## src/source/sprite_pkg.sv

```systemverilog
// ======================================
// shared definitions for the sprite block
// object entries are 64 bits and the field positions below must match
// the layout that the CPU writes into sprite RAM
// line buffer positions wrap at LINE_WIDTH
// ======================================

package sprite_pkg;

    // ======================================
    // object entry layout
    // ======================================
    localparam int OBJ_Y_LSB      = 0;
    localparam int OBJ_Y_W        = 9;
    localparam int OBJ_CODE_LSB   = 16;
    localparam int OBJ_CODE_W     = 16;
    localparam int OBJ_COLOR_LSB  = 32;
    localparam int OBJ_COLOR_W    = 4;
    localparam int OBJ_FLIPY_BIT  = 42;
    localparam int OBJ_FLIPX_BIT  = 43;
    // height and width are log2 of the size in 16-pixel tiles
    localparam int OBJ_HEIGHT_LSB = 44;
    localparam int OBJ_WIDTH_LSB  = 46;
    localparam int OBJ_SIZE_W     = 2;
    localparam int OBJ_X_LSB      = 48;
    localparam int OBJ_X_W        = 10;

    // scanner FSM
    typedef enum logic [2:0] {
        st_idle,
        st_load,
        st_size,
        st_code,
        st_fetch,
        st_draw,
        st_next
    } scan_state_e;

    // ======================================
    // display and memory constants
    // ======================================
    localparam int LINE_WIDTH = 1024;
    localparam int POS_W      = 10;
    // first line buffer position shown on every line
    localparam int SCAN_START = 249;
    localparam int GFX_AW     = 17;

endpackage

```

## src/source/sprite_scanner.sv

```systemverilog
// ======================================
// per-line object walk and graphics fetch
// one ROM request is outstanding at a time
// work left over at the next line_start is dropped
// ======================================
`timescale 1ns/1ps

module sprite_scanner import sprite_pkg::*; #(
    parameter int NUM_OBJS = 128,
    localparam int OW = $clog2(NUM_OBJS)
) (
    input  logic              CLK_32M,
    input  logic              arst_n,
    input  logic              line_start,
    input  logic [8:0]        vpos,
    input  logic              flip,
    output logic [OW-1:0]     obj_index,
    input  logic [63:0]       obj_entry,
    output logic              gfx_req,
    output logic [GFX_AW-1:0] gfx_addr,
    input  logic [63:0]       gfx_data,
    input  logic              gfx_rdy,
    output logic              draw_strobe,
    output logic [63:0]       draw_data,
    output logic [3:0]        draw_color,
    output logic [POS_W-1:0]  draw_x,
    input  logic              draw_busy
);

    scan_state_e state;
    logic [OW:0]  ptr;
    logic [2:0]   span;
    logic         gfx_pend;
    logic [8:0]   v_line;
    logic [63:0]  cur_obj;
    logic [3:0]   width_t;
    logic [8:0]   height_px;
    logic [8:0]   rel_y;

    logic [8:0]   row_y;
    logic [2:0]   col;
    logic [15:0]  code;
    logic         on_line;
    logic [OW:0]  step;
    logic [2:0]   last_span;
    logic         cur_flipx;
    logic         cur_flipy;

    // 16 pixels arrive as two groups of eight, four byte planes each
    // the result holds plane p in bits 16p+15 down to 16p, leftmost pixel on top
    function automatic logic [63:0] deswizzle(input logic [63:0] d, input logic rev);
        logic [7:0]  b [8];
        logic [63:0] planes;
        for (int i = 0; i < 8; i++) begin
            for (int j = 0; j < 8; j++) begin
                b[i][j] = rev ? d[8*i + 7 - j] : d[8*i + j];
            end
        end
        for (int p = 0; p < 4; p++) begin
            planes[16*p +: 16] = rev ? {b[p + 4], b[p]} : {b[p], b[p + 4]};
        end
        return planes;
    endfunction

    assign obj_index = ptr[OW-1:0];
    assign cur_flipx = cur_obj[OBJ_FLIPX_BIT];
    assign cur_flipy = cur_obj[OBJ_FLIPY_BIT];
    assign on_line   = rel_y < height_px;
    assign row_y     = cur_flipy ? (height_px - 9'd1 - rel_y) : rel_y;
    // width 8 wraps to 0 in three bits, which still gives 7 - span
    assign col       = cur_flipx ? (width_t[2:0] - 3'd1 - span) : span;
    assign code      = cur_obj[OBJ_CODE_LSB +: OBJ_CODE_W] + {11'd0, row_y[8:4]}
                       + {10'd0, col, 3'd0};
    assign step      = (OW + 1)'(width_t);
    assign last_span = width_t[2:0] - 3'd1;

    // ======================================
    // FSM and request strobes
    // ======================================
    always_ff @(posedge CLK_32M or negedge arst_n) begin
        if (!arst_n) begin
            state       <= st_idle;
            ptr         <= '0;
            span        <= '0;
            gfx_req     <= 1'b0;
            gfx_pend    <= 1'b0;
            draw_strobe <= 1'b0;
        end else begin
            gfx_req     <= 1'b0;
            draw_strobe <= 1'b0;
            // a stale answer from an aborted line still has to be absorbed
            if (gfx_rdy) begin
                gfx_pend <= 1'b0;
            end
            if (line_start) begin
                state <= st_load;
                ptr   <= '0;
            end else begin
                case (state)
                    st_load: begin
                        state <= (ptr >= NUM_OBJS) ? st_idle : st_size;
                    end
                    st_size: begin
                        span  <= '0;
                        state <= st_code;
                    end
                    st_code: begin
                        if (!on_line) begin
                            ptr   <= ptr + step;
                            state <= st_load;
                        end else if (!gfx_pend) begin
                            gfx_req  <= 1'b1;
                            gfx_pend <= 1'b1;
                            state    <= st_fetch;
                        end
                    end
                    st_fetch: begin
                        if (gfx_rdy) begin
                            state <= st_draw;
                        end
                    end
                    st_draw: begin
                        if (!draw_busy) begin
                            draw_strobe <= 1'b1;
                            state       <= st_next;
                        end
                    end
                    st_next: begin
                        if (span == last_span) begin
                            ptr   <= ptr + step;
                            state <= st_load;
                        end else begin
                            span  <= span + 3'd1;
                            state <= st_code;
                        end
                    end
                    default: state <= st_idle;
                endcase
            end
        end
    end

    // ======================================
    // object and span data path
    // ======================================
    always_ff @(posedge CLK_32M) begin
        if (line_start) begin
            v_line <= flip ? (vpos - 9'd1) : (vpos + 9'd1);
        end
        case (state)
            st_size: begin
                cur_obj   <= obj_entry;
                width_t   <= 4'd1 << obj_entry[OBJ_WIDTH_LSB +: OBJ_SIZE_W];
                height_px <= 9'd16 << obj_entry[OBJ_HEIGHT_LSB +: OBJ_SIZE_W];
                // offset by the height so objects above the top wrap correctly
                rel_y     <= v_line + obj_entry[OBJ_Y_LSB +: OBJ_Y_W]
                             + (9'd16 << obj_entry[OBJ_HEIGHT_LSB +: OBJ_SIZE_W]);
            end
            st_code: begin
                gfx_addr <= GFX_AW'({code, row_y[3:0]});
            end
            st_fetch: begin
                if (gfx_rdy) begin
                    draw_data <= deswizzle(gfx_data, cur_flipx);
                end
            end
            st_draw: begin
                draw_color <= cur_obj[OBJ_COLOR_LSB +: OBJ_COLOR_W];
                draw_x     <= cur_obj[OBJ_X_LSB +: OBJ_X_W] + {3'd0, span, 4'd0};
            end
            default: ;
        endcase
    end

endmodule

```

## config.mk

```make
export PLATFORM = sky130hd
export DESIGN_NAME = sprite_scanner
export DESIGN_NICKNAME = d
export VERILOG_FILES = /design/src/source/sprite_pkg.sv /design/src/source/sprite_scanner.sv
export SDC_FILE = /design/constraint.sdc
export NUM_CORES = 1
export LEC_CHECK = 0
export BUFFER_PORTS_ARGS = -buffer_cell sky130_fd_sc_hd__buf_4
export CORE_UTILIZATION = 50
export CTS_CLUSTER_SIZE = 14
export DETAILED_ROUTE_END_ITERATION = 12
export PLACE_DENSITY = 0.78
export SYNTH_ARGS = -nofsm -noshare
export SYNTH_HDL_FRONTEND = slang
export SYNTH_SLANG_ARGS = --single-unit
```

## constraint.sdc

```tcl
create_clock -name CLK_32M -period 4.5 [get_ports CLK_32M]
set_clock_uncertainty 0.15 [all_clocks]
set_input_delay 0.225 -clock CLK_32M [delete_from_list [all_inputs] [get_ports CLK_32M]]
set_output_delay 0.225 -clock CLK_32M [all_outputs]
set_load 0.02 [all_outputs]
```

# After elaboration in Yosys (flattened, before gate mapping)
# Cells that the tools add are included.
# Widths: inputs -> output; s select.
# word_totals
regBits	201
input_bits	143
output_inout_bits	104
wordCells	149
# classes
add_sub_neg	13
magnitude_cmp	2
n_eq_ne	13
n_shift	2
n_mux	97
bitwise	1
n_reduce_logical	6
# op_table
operator	count
$mux 1	76
$mux 16	4
$mux 8	3
$mux 3	7
$add 9x9->9	2
$mux 9	2
$pmux 3 s6	1
$sub 9x1->9 const B	2
$pmux 8 s2	1
$add 13x5->13	1
$add 13x6->13	1
$ne 3x3->1 const B	4
$add 10x7->10	1
$add 9x1->9 const B	1
$eq 3x3->1 const B	3
$lt 9x9->1	1
$reduce_and 3->1	3
$shl 5x2->9 const A	1
$sub 9x9->9	1
$add 8x4->8	1
$ge 8x8->1 const B	1
$eq 3x2->1 const B	2
$pmux 3 s2	1
$mux 2	2
other kinds (12)	12

# Logic depth before layout (Yosys ltp)
# logic_depth
ltp_word	5
depth_mapped	15
ltp_nobuf	15

# Least setup slack after synthesis
# OpenSTA, ideal clock, no wires.
# synth_timing
kind	reg2reg
startpoint	register state[2]
endpoint	register draw_data[0], enable pin
setup_time_ns	0.486
arrival_ns	3.277
required_ns	3.864
setup_slack_ns	0.587
path_stages_with_launch	4
n_path_buf	1
synth_period_minus_slack_ns	3.913
path_cell_list	dfrtp_1 > buf_2 > nand2b_1 > nor2_1
# synth_via
elab_chain_cells	2
# synth_lines
element	line_no	text
start: declaration	sprite_scanner.sv:30	scan_state_e state;
start signal: assignment	sprite_scanner.sv:82	state <= st_idle;
start signal: assignment	sprite_scanner.sv:96	state <= st_load;
start signal: assignment	sprite_scanner.sv:101	state <= (ptr >= NUM_OBJS) ? st_idle : st_size;
$eq 3x3->1	sprite_scanner.sv:150	case (state)
$reduce_and 2->1 (no line)	--	
end signal: assignment	sprite_scanner.sv:164	draw_data <= deswizzle(gfx_data, cur_flipx);
end: declaration	sprite_scanner.sv:24	output logic [63:0] draw_data,
# Every way passes these cells.
# A chain may end at the register's enable or synchronous reset.

# Worst setup path in the final report
# layout_timing
startpoint	register rel_y[5]
endpoint	register gfx_addr[13], data pin
# layout_via
elab_chain_cells	4
# layout_lines
element	line_no	text
start: declaration	sprite_scanner.sv:38	logic [8:0] rel_y;
start signal: assignment	sprite_scanner.sv:156	rel_y <= v_line + obj_entry[OBJ_Y_LSB +: OBJ_Y_W]
$sub 9x9->9	sprite_scanner.sv:69	assign row_y = cur_flipy ? (height_px - 9'd1 - rel_y) : rel_y;
$mux 9 (*)	sprite_scanner.sv:69	
$add 13x5->13 (*)	sprite_scanner.sv:72	assign code = cur_obj[OBJ_CODE_LSB +: OBJ_CODE_W] + {11'd0, row_y[8:4]}
$add 13x6->13 (*)	sprite_scanner.sv:73	+ {10'd0, col, 3'd0};
named net code[9]	sprite_scanner.sv:42	logic [15:0] code;
end signal: assignment	sprite_scanner.sv:160	gfx_addr <= GFX_AW'({code, row_y[3:0]});
end: declaration	sprite_scanner.sv:20	output logic [GFX_AW-1:0] gfx_addr,
# The timed path passes the listed nets; every way through them passes the cells marked *.

==> impl_metrics.csv <==
group,metric,value,unit
grt,global_route_wire_length_before_repair,30500,um
yosys,seq_area_frac_synth,0.602,
yosys,dominantRegCellSynth,"sky130_fd_sc_hd__edfxtp_1",
run,drv.max_cap_violation_count,0,
worst_setup_path,worst-r2r-setup-slack,0.78,ns
timing,final.setup.tns,0,ns
power_and_ir_drop,power.density_cell_area,346,nW/um2
yosys,synthesis.yosys.warnings,0,
timing,max_slew.worst_pin.slew,1.23,ns
yosys,post_synth_simple_gate_area,0.0705,
yosys,synth.cell_area,8190,um2
timing,worst_hold_slack,0.0284,ns
power_and_ir_drop,fin_total_pwr,4.15,mW
yosys,synth_top_family_by_area,"adder cells",
yosys,async_flop_share,0.102,
clock_network,tritoncts.num_buffers,17,
routing,drt_first_iter_violations,250,
run_status,outcome,"finished clean",
timing,final.setup.worst_slack,0.783,ns
timing,timing.final.hold_violations,0,
worst_setup_path,cp.arrival,3.86,ns
yosys,synth.most_common_cell,"sky130_fd_sc_hd__edfxtp_1",
finish,fin_nets,1136,
clock_network,cts_tree,"yes",
routing,wl_per_cell,17.5,um
timing,layout_worst_path_cycle_share,0.826,
power_and_ir_drop,clock_power_share,0.334,
routing,routed_via_density,5.09,
worst_setup_path,cp-start-kind,"flip-flop",
power_and_ir_drop,pwr-share-seq,0.453,
routing,drt.antenna.violating_nets,0,
yosys,synth_fa_ha_area_frac,0.104,
grt,grt_antenna_before_repair,0,
routing,drc_errors,0,
routing,finalWirelength,20300,um
place,place_inst,994,
yosys,synth-xor-area-share,0.0435,
grt,grt_start_max_net_pins,65,
floorplan,core_area,15900,um2
floorplan,boundaryPins,247,
yosys,synth_commonest_cells,"sky130_fd_sc_hd__edfxtp_1 (150), sky130_fd_sc_hd__mux2_2 (65), sky130_fd_sc_hd__ha_1 (47), sky130_fd_sc_hd__inv_1 (35), sky130_fd_sc_hd__nor2_1 (35)",
hold_path,min-delay-path-class,"input port to flip-flop",
routing,vias,5904,
floorplan,initial_standard_cell_utilization_of_the_core,0.514,
floorplan,die_h,130,um
floorplan,floorplan.rows,46,
finish,fin_area,12000,um2
clock_network,clockRootBuffer,"sky130_fd_sc_hd__clkbuf_16",
power_and_ir_drop,ir_worst_vdd,0.259,mV
finish,antennaDiodeCount,0,
clock_network,clockBufferDepth,2,
timing,slew-limit-headroom,0.177,
timing,finalCriticalPeriod,3.72,ns
clock_network,total_number_of_h_tree_levels,4,
power_and_ir_drop,power.net_switching,1.10,mW
yosys,mean_area_per_synthesized_cell,14.4,um2
place,place_congestion,0.833,
worst_setup_path,worst-endpoint-required,4.64,ns
power_and_ir_drop,power_report.internal_total,3.05,mW
finish,proportion_of_layout_cells_with_a_drive_suffix_above_1,0.351,
finish,areaGrowthSynthToFinish,46.3,%
power_and_ir_drop,power.share.combinational,0.213,
power_and_ir_drop,p_leak,4.93,nW
timing,unrepaired_setup_endpoints_after_global_routing,"no",
yosys,synth_compound_gate_area_share,0.0534,
clock_network,clock-sinks,167,
grt,grt_remaining_overflow,0,
timing,report.final.slew_viol_count,0,
yosys,syn_inst,571,
worst_setup_path,crit_path_max_fanout,7,
grt,grt_pass1_vias,6225,
finish,finish.cell_count_without_fillers,1161,
place,hpwlAfterDp,12900,um
power_and_ir_drop,power.switching_fraction,0.266,
grt,total_grt_usage,0.243,
yosys,post-synth-top-area-fraction,0.550,
yosys,muxShareOfSynthArea,0.0985,
clock_network,postCtsSetupBuffers,0,
yosys,number_of_synthesized_flops_with_an_enable_pin,150,
place,dpl_worst_slack,0.827,ns
routing,detail_route.first_pass.iterations,4,
yosys,yosys-top-cells-area,"sky130_fd_sc_hd__edfxtp_1 (55%), sky130_fd_sc_hd__mux2_2 (8.9%), sky130_fd_sc_hd__ha_1 (7.2%)",
floorplan,die_area,16900,um2
clock_network,worst_skew_pair.late_latency,0.42,ns
yosys,post_synth_num_cell_types,48,
yosys,seq_cells_post_synth,167,
finish,final.fill_count,939,
finish,post-route-util,0.752,
worst_setup_path,path_class,"flip-flop to flip-flop",
floorplan,die-width,130,um
yosys,number_of_nets_produced_by_synthesis,774,
worst_setup_path,worstSetupEndpointType,"flip-flop",
place,port_buffers,224,
clock_network,clk_pin_slew_worst_paths,0.06,ns
place,place_area,10100,um2
timing,final_setup_violating_endpoints,0,
timing,max_freq,0.269,GHz
yosys,synth.largest_area_cell,"sky130_fd_sc_hd__edfxtp_1",
[power groups by stage]
stage                     clock [mW]  combinational [mW]  sequential [mW]
after floorplan                    0               0.478             1.93
after global placement             0               0.722             1.91
after detailed placement           0               0.761             1.91
after CTS                       1.39               0.873             1.88
after global routing            1.47               0.967             1.89
final                           1.39               0.883             1.88
[what timing repair did]
item / 4_1_cts / 5_1_grt
gates resized for setup: 0 / 0
hold buffers: 136 / 0
hold endpoints to repair: 122 / 0
endpoints found under the setup margin: 0 / 0
[worst max-delay path, stage by stage, from the launching register on]
cell	delay, ns
sky130_fd_sc_hd__edfxtp_1	0.46
sky130_fd_sc_hd__ha_1	0.33
sky130_fd_sc_hd__a21o_1	0.19
sky130_fd_sc_hd__a21oi_1	0.16
sky130_fd_sc_hd__xnor2_1	0.14
sky130_fd_sc_hd__nand2_1	0.07
sky130_fd_sc_hd__o21ai_0	0.13
sky130_fd_sc_hd__fa_1	0.46
sky130_fd_sc_hd__ha_1	0.36
sky130_fd_sc_hd__nor2b_1	0.15
sky130_fd_sc_hd__o21ai_0	0.21
sky130_fd_sc_hd__a21boi_1	0.18
sky130_fd_sc_hd__or4b_1	0.49
sky130_fd_sc_hd__nand3_1	0.10
[path summary, 6_finish.rpt]
path                                   from  cells past startpoint      endpoint
worst max-delay path               rel_y[5]                     13  gfx_addr[13]
worst min-delay path             line_start                      2        ptr[0]
worst max register to register     rel_y[5]                     13  gfx_addr[13]
worst min register to register  cur_obj[49]                      0     draw_x[1]
max in group asynchronous            arst_n                      2       gfx_req
min in group asynchronous            arst_n                      2        ptr[6]
[per-layer routing]
layer | up-vias | track usage | share of wire
li1 | 2818 | - | -
met1 | 2818 | 0.250 | 0.37
met2 | 230 | 0.466 | 0.55
met3 | 38 | 0.0570 | 0.058
met4 | 0 | 0.106 | 0.026
met5 | - | 0 | 0
[cell families (layout without fill, tap and decap cells)]
| logic type | after synthesis | in the layout |
|---|---|---|
| simple gates | 109 | 109 |
| xor+xnor | 39 | 39 |
| mux | 72 | 72 |
| compound gates | 69 | 69 |
| flops | 167 | 167 |
| fa+ha+maj | 60 | 60 |
| buf+inv | 55 | 429 |
[sequential cells by signal, summed over array words and instances, names as in the netlist]
name	flops
cur_obj	29
draw_color	4
draw_data	64
draw_strobe	1
draw_x	10
gfx_addr	17
gfx_pend	1
gfx_req	1
height_px	4
ptr	8
rel_y	9
span	3
state	3
v_line	9
width_t	4
[layout make-up]
type,count,area [um2],area share
Inverter,35,131,0.0110
Timing Repair Buffer,363,3070,0.256
Sequential cell,167,4930,0.411
Clock buffer,17,425,0.0355
Tap cell,216,270,0.0225
Multi-Input combinational cell,349,3040,0.254
Clock inverter,14,125,0.0104
[placed cells by master (no fill, tap or decap), drive strengths merged, types with 9 or more instances in the layout]
| cell | synthesis | layout |
|---|---|---|
| xnor2 | 29 | 29 |
| fa | 13 | 13 |
| dfrtp | 17 | 17 |
| a21oi | 17 | 17 |
| buf | 16 | 227 |
| inv | 35 | 39 |
| o21ai | 24 | 24 |
| mux2 | 66 | 66 |
| dlygate4sd3 | 0 | 136 |
| nand3 | 11 | 11 |
| clkbuf | 4 | 17 |
| a21o | 9 | 9 |
| nand2 | 15 | 15 |
| nor2b | 15 | 15 |
| edfxtp | 150 | 150 |
| xor2 | 9 | 9 |
| nor2 | 35 | 35 |
| ha | 47 | 47 |
No activity file was read; power rests on OpenSTA's default activity.
